File: config.mk
export PLATFORM = sky130hd
export DESIGN_NAME = tile_req_xbar
export DESIGN_NICKNAME = d
export VERILOG_FILES = /design/src/tcdm_pkg.sv /design/src/noc_flit_pkg.sv /design/src/tile_req_xbar.sv
export VERILOG_INCLUDE_DIRS = /design/src /design/src/src
export SDC_FILE = /design/constraint.sdc
export NUM_CORES = 1
export LEC_CHECK = 0
export BUFFER_PORTS_ARGS = -buffer_cell sky130_fd_sc_hd__buf_2
export CAP_MARGIN = 20
export CORE_AREA = 2 2 194 196
export CTS_BUF_LIST = sky130_fd_sc_hd__clkbuf_4
export CTS_CLUSTER_SIZE = 25
export DETAILED_ROUTE_END_ITERATION = 10
export DIE_AREA = 0 0 196 198
export GPL_ROUTABILITY_DRIVEN = 0
export PLACE_DENSITY_LB_ADDON = 0.2
export REMOVE_ABC_BUFFERS = 1
export SYNTH_ARGS = -nofsm -noshare
export SYNTH_HDL_FRONTEND = slang
export SYNTH_SLANG_ARGS = --single-unit
File: constraint.sdc
create_clock -name clk_i -period 2.5 [get_ports clk_i]
set_input_delay 0.125 -clock clk_i [delete_from_list [all_inputs] [get_ports clk_i]]
set_output_delay 0.125 -clock clk_i [all_outputs]
set_load 0.01 [all_outputs]
File: src/noc_settings.svh
/*
  Sizing macros for the group request network.
  Included by the packages and by every module that sizes ports.
*/
`ifndef NOC_SETTINGS_SVH
`define NOC_SETTINGS_SVH

// Tiles per group and the index width that selects one
`define NOC_NUM_TILES 4
`define NOC_TILE_ID_W 2

// Group coordinate in the mesh
`define NOC_GRP_X_W 2
`define NOC_GRP_Y_W 2

`define NOC_DATA_W 32

// Bank row plus bank select inside one tile
`define NOC_ROW_ADDR_W 10

// Router input buffer entries
`define NOC_FIFO_DEPTH 2

`endif

File: src/tcdm_pkg.sv
/*
  Memory side types of the remote TCDM request path.
  Shared by the top level and the testbench.
*/
`default_nettype none
`include "noc_settings.svh"

package tcdm_pkg;

  typedef logic [`NOC_GRP_X_W+`NOC_GRP_Y_W-1:0] group_id_t;
  typedef logic [`NOC_TILE_ID_W-1:0] tile_id_t;
  typedef logic [`NOC_ROW_ADDR_W-1:0] row_addr_t;
  typedef logic [`NOC_ROW_ADDR_W+`NOC_TILE_ID_W-1:0] tgt_addr_t;  // Row | bank | tile

  typedef enum logic [1:0] {
    READ    = 2'd0,
    WRITE   = 2'd1,
    AMO_ADD = 2'd2
  } tcdm_op_e;

  typedef struct packed {
    tcdm_op_e                      op;
    logic [`NOC_DATA_W/8-1:0]      be;
    logic [`NOC_DATA_W-1:0]        data;
  } tcdm_payload_t;

  // Issued by a tile towards any group
  typedef struct packed {
    tcdm_payload_t payload;
    group_id_t     tgt_group_id;
    tgt_addr_t     tgt_addr;
  } tcdm_master_req_t;

  // Seen by the target tile, tile bits already stripped
  typedef struct packed {
    tcdm_payload_t payload;
    row_addr_t     tgt_addr;
    tile_id_t      ini_addr;      // Initiator tile, for the reply
    group_id_t     src_group_id;  // Initiator group, for the reply
  } tcdm_slave_req_t;

endpackage

`default_nettype wire

File: src/noc_flit_pkg.sv
/*
  Network side types: mesh directions, group coordinates and request flits.
  Also holds the round-robin pick shared by the router and the tile crossbar.
*/
`default_nettype none
`include "noc_settings.svh"

package noc_flit_pkg;

  import tcdm_pkg::*;

  localparam int unsigned NUM_DIRS = 5;

  // Doubles as the router port index
  typedef enum logic [2:0] {
    LOCAL = 3'd0,
    NORTH = 3'd1,
    EAST  = 3'd2,
    SOUTH = 3'd3,
    WEST  = 3'd4
  } route_dir_e;

  typedef struct packed {
    logic [`NOC_GRP_X_W-1:0] x;
    logic [`NOC_GRP_Y_W-1:0] y;
  } group_xy_t;

  typedef struct packed {
    group_xy_t src_grp;   // Where a reply would go
    group_xy_t dst_grp;   // Steers the mesh routers
    tile_id_t  src_tile;
    tgt_addr_t tgt_addr;  // Low bits select the target tile
  } req_flit_hdr_t;

  typedef struct packed {
    req_flit_hdr_t hdr;
    tcdm_payload_t payload;
  } req_flit_t;

  // Round-robin pick over up to 8 requesters
  // Search starts just after the last winner, returns -1 when nobody requests
  function automatic int rr_pick(input logic [7:0] req, input int num, input int last);
    int idx;
    int pick;
    pick = -1;
    for (int k = num; k >= 1; k--) begin
      idx = (last + k) % num;
      if (req[idx]) pick = idx;  // Nearest to last+1 is assigned last
    end
    return pick;
  endfunction

endpackage

`default_nettype wire

File: src/tile_req_xbar.sv
/*
  Tile crossbar behind the routers' local ports.
  Steers each flit to the tile named by the low address bits, no storage on the path.
*/
`timescale 1ns/1ps
`default_nettype none
`include "noc_settings.svh"

module tile_req_xbar (
  input  wire                                          clk_i,
  input  wire                                          rst_n_i,
  input  noc_flit_pkg::req_flit_t [`NOC_NUM_TILES-1:0] in_flit_i,
  input  wire                     [`NOC_NUM_TILES-1:0] in_valid_i,
  output logic                    [`NOC_NUM_TILES-1:0] in_ready_o,
  output noc_flit_pkg::req_flit_t [`NOC_NUM_TILES-1:0] out_flit_o,
  output logic                    [`NOC_NUM_TILES-1:0] out_valid_o,
  input  wire                     [`NOC_NUM_TILES-1:0] out_ready_i
);

  import noc_flit_pkg::*;

  localparam int N     = `NOC_NUM_TILES;
  localparam int IDX_W = `NOC_TILE_ID_W;

  logic [N-1:0][N-1:0]     req;  // [output][input]
  logic [N-1:0]            arb_vld;
  logic [N-1:0][IDX_W-1:0] arb_idx;
  logic [N-1:0]            lock_q;
  logic [N-1:0][IDX_W-1:0] lock_idx_q, rr_q;

  for (genvar i = 0; i < N; i++) begin : gen_decode
    for (genvar o = 0; o < N; o++) begin : gen_req
      assign req[o][i] = in_valid_i[i] && (in_flit_i[i].hdr.tgt_addr[IDX_W-1:0] == IDX_W'(o));
    end
  end

  always_comb begin
    int pick;
    for (int o = 0; o < N; o++) begin
      pick = rr_pick(8'(req[o]), N, int'(rr_q[o]));
      if (lock_q[o]) begin
        arb_vld[o] = 1'b1;
        arb_idx[o] = lock_idx_q[o];
      end else if (pick >= 0) begin
        arb_vld[o] = 1'b1;
        arb_idx[o] = IDX_W'(pick);
      end else begin
        arb_vld[o] = 1'b0;
        arb_idx[o] = '0;
      end
      out_valid_o[o] = arb_vld[o];
      out_flit_o[o]  = in_flit_i[arb_idx[o]];
    end
  end

  // Only the winner sees ready
  always_comb begin
    in_ready_o = '0;
    for (int o = 0; o < N; o++) begin
      if (arb_vld[o] && out_ready_i[o]) in_ready_o[arb_idx[o]] = 1'b1;
    end
  end

  always_ff @(posedge clk_i) begin
    if (!rst_n_i) begin
      lock_q     <= '0;
      lock_idx_q <= '0;
      rr_q       <= '0;
    end else begin
      for (int o = 0; o < N; o++) begin
        if (arb_vld[o] && out_ready_i[o]) begin
          lock_q[o] <= 1'b0;
          rr_q[o]   <= arb_idx[o];
        end else if (arb_vld[o]) begin
          lock_q[o]     <= 1'b1;  // Hold until the tile accepts
          lock_idx_q[o] <= arb_idx[o];
        end
      end
    end
  end

  for (genvar o = 0; o < N; o++) begin : gen_out_chk
    // Depends on the router holding its local output while stalled
    a_valid_held : assert property (@(posedge clk_i) disable iff (!rst_n_i)
      (out_valid_o[o] && !out_ready_i[o]) |=> (out_valid_o[o] && $stable(out_flit_o[o])));
  end

endmodule

`default_nettype wire

==> key figures <==
Drt
  • DRC viols: 0
  • Final wirelength: 46.0 mm
  • Final ANT Viol Nets: 0
  • Vias/cell: between 5 and 6
  • Via count: 10,532
  • Initial DRC count: 373
  • TritonRoute pass-1 iters: 5
  • WL/cell: approximately 23 µm

Layout
  • Non-Filler Instances: 2,024
  • Layout cells sized above 1: about half
  • Final-stage net count: 1,802
  • Cell area after layout: 15,000 µm²
  • Ant diodes: 0
  • Area grow syn2layout: 66.9%

Power and ir drop
  • Maximum vdd drop: 159 µV
  • Pleak: approximately 7.1 nW
  • P per Cell Area: 427 nW/µm²

Floorplanning
  • # rows: between 70 and 80
  • Area of the core: 37,000 µm²
  • Die width: about 200 µm
  • IO Pins: between 400 and 500
  • Initial Util: between 20% and 30%
  • Die height: 198 µm
  • Die Area: 38,800 µm²

Placed design
  • Placed inst area: roughly 13,000 µm²
  • PortBufs: ~500
  • Final HPWL DP: around 33 mm
  • Placed cells: 1,932

Yosys
  • Register bit total from synthesis: 20
  • Async set-reset flop share out of synthesis: 0%
  • Cells after Synth: around 930
  • Average size of a mapped cell: 9.67 µm²
  • Main synth FF type: dfxtp_1
  • Distinct cells, synth: 57
  • Mapped cell area: ~9000 µm²
  • Sequential share of the synthesized area: under 10%
  • EDFF count, synth: 0
  • YS warnings: 0

Clock tree
  • CTS Hold Bufs: 0
  • CTS clk-pin slew, worst paths: 0.14 ns
  • Total CTS buffers: 3
  • Root Buffer: clkbuf_4
  • H-tree depth: 1
  • Clock Latency Late Sink: 0.31 ns
  • Clk sinks: 20
  • CTS tree: built
  • Clock Path Buffers: 2

STA
  • # setup viols final: 103
  • Final Hold Fails: 0
  • Min Tclk post-route: ~2.8 ns
  • Worst relative slew slack: 60.5%
  • Worst setup margin: -0.294 ns
  • Layout Skew: 0.00531 ns
  • Max Freq: around 0.36 GHz
  • Fin. max-slew vios: 0
  • Tcrit/Tclk final: 112%
  • Measured slew at the worst slew-check pin: 0.589 ns
  • RSZ-0062 raised after global routing: true

Global routing
  • First-pass GRT wire length: roughly 63 mm
  • Largest net degree at the start of global routing: 32
  • Initial antenna violation count: 0
  • Vias in the first global route: 10,590
  • Total global-route track usage: about a fifth
  • Grt ovf: 0

Worst setup path
  • Worst-path maximum fanout: 6
  • Reg2Reg Setup Slack: 0.19 ns
  • Worst reg2reg endpoint: rr_q[0]$_SDFFE_PN0P_
  • Element type at the critical path end: primary output
  • CP arrival: approximately 2.7 ns
  • CP Launch Point: rr_q[1]$_SDFFE_PN0P_
  • Crit Path Class: flop to primary output
  • Reg2Reg Launch Point: rr_q[1]$_SDFFE_PN0P_
  • Crit start category: flop
  • Worst path required time: 2.38 ns
  • Reg2reg path depth: 10
  • Critical path endpoint: in_ready_o[0]

Flow run
  • MaxCap Viol Count: 0

Run status
  • Status: finished, violations left
  • Failing checks: setup timing

Hold path
  • Min-delay worst type: input port to flop
## cells in the mapped netlist, types with 3 or more instances
cell type	n	area, µm²
nor3_1	4	20.0
nand3_1	6	30.0
a31oi_1	6	37.5
nand4b_1	3	26.3
nand2b_1	10	62.6
inv_1	6	22.5
mux2i_1	625	6260
buf_2	45	225
nor2_1	18	67.6
and3b_1	6	52.6
or3b_1	3	26.3
nand2_1	14	52.6
clkbuf_1	12	45.0
dfxtp_1	20	400
nor3b_1	5	37.5
buf_1	9	33.8
buf_12	6	120
mux4_2	34	766
o21ai_0	5	25.0
o221ai_1	3	26.3
buf_6	3	33.8
a32oi_1	3	26.3
a211oi_1	4	30.0
buf_4	10	75.1
or4b_1	3	30.0
and2_1	5	31.3
nor2b_1	6	37.5
a21oi_1	17	85.1
nand3b_1	4	30.0
o211ai_1	3	22.5
o21ai_1	3	15.0
## through the flow
stage	hold WS, ns	power, mW	setup TNS, ns	setup WS, ns	utilization (%)
after floorplan	0.204	3.72	-1618.47	-8.61	-
after global placement	0.417	5.13	-11.70	-0.249	34.7
after detailed placement	0.416	5.15	-14.45	-0.241	34.7
after CTS	0.0566	5.70	-12.68	-0.264	36.6
after global routing	0.0582	6.75	-35.31	-0.381	40.7
final	0.0623	6.41	-16.11	-0.294	40.7
## kinds of logic (layout without fill, tap and decap cells)
group	count (synthesis)	after routing	synth area share (%)
muxes	659	659	78.0
and+or+nand+nor	98	98	6.53
buffers and inverters	92	710	6.21
AOI/OAI and AO/OA	62	63	4.81
DFF	20	20	4.45
## how the worst min path moves through the flow
stage,startpoint,to,slack [ns],cells after the start
final,out_ready_i[2],lock_q[2]$_SDFFE_PP0N_,0.06,2
after global routing,out_ready_i[2],lock_q[2]$_SDFFE_PP0N_,0.06,2
after CTS,out_ready_i[2],lock_q[2]$_SDFFE_PP0N_,0.06,2
after detailed placement,out_ready_i[2],lock_q[2]$_SDFFE_PP0N_,0.42,2
after global placement,out_ready_i[2],lock_q[2]$_SDFFE_PP0N_,0.42,2
after floorplan,out_ready_i[2],lock_q[2]$_SDFFE_PP0N_,0.20,1
## layout by cell type (no fill, tap or decap), types with 5 or more instances in the layout
cell type	n
mux4_2	34
mux2i_1	609
nor2b_1	5
buf_12	41
a31oi_1	6
clkbuf_16	22
dfxtp_1	11
buf_8	23
buf_6	53
buf_16	9
nand2b_1	9
buf_2	461
nand2_1	12
inv_1	6
a21oi_1	11
mux2i_2	12
buf_4	91
nor2_1	14
dfxtp_2	5
nand3_1	5
and3b_1	5
o21ai_0	5
## registers in the layout, indices dropped and copies added (netlist names)
name and cells:
lock_idx_q 8, rr_q 8, lock_q 4
## layer usage
layer | vias to the layer above | wire [µm] | track usage (%)
met4 | 0 | 825 | 4.85
met2 | 362 | 23000 | 37.4
li1 | 4888 | - | -
met1 | 5226 | 20100 | 25.8
met3 | 56 | 2120 | 2.59
met5 | - | 0 | 0
## final cells by class
cell class              count  area, µm²
multi-input cells         820       8410
inverters                   7       26.3
clock buffers               3       22.5
fillers                  3757      21900
flip-flops and latches     20        422
well taps                 474        593
repair buffers            700       5550
## where the power goes
part	total (mW)	internal, mW	switching, mW	leakage [nW]
Clock	0.175	0.0564	0.119	0.0138
Combinational	5.87	3.01	2.86	6.91
Sequential	0.371	0.342	0.0287	0.168
Total	6.41	3.40	3.01	7.09
## worst max-delay path, stage by stage (launching register included)
cell,delay [ns]
dfxtp_2,0.35
or4b_1,0.48
o2bb2ai_2,0.15
a2111oi_4,0.38
buf_4,0.19
a21oi_4,0.07
or3b_4,0.42
o311ai_2,0.10
buf_2,0.19
## repair_timing
item / CTS / global route
resized for setup: 53 / 164
cloned: 9 / 23
setup endpoints to repair: 230 / 241
setup buffers: 24 / 38
pin swaps: 8 / 17
(Power assumes the default switching activity.)
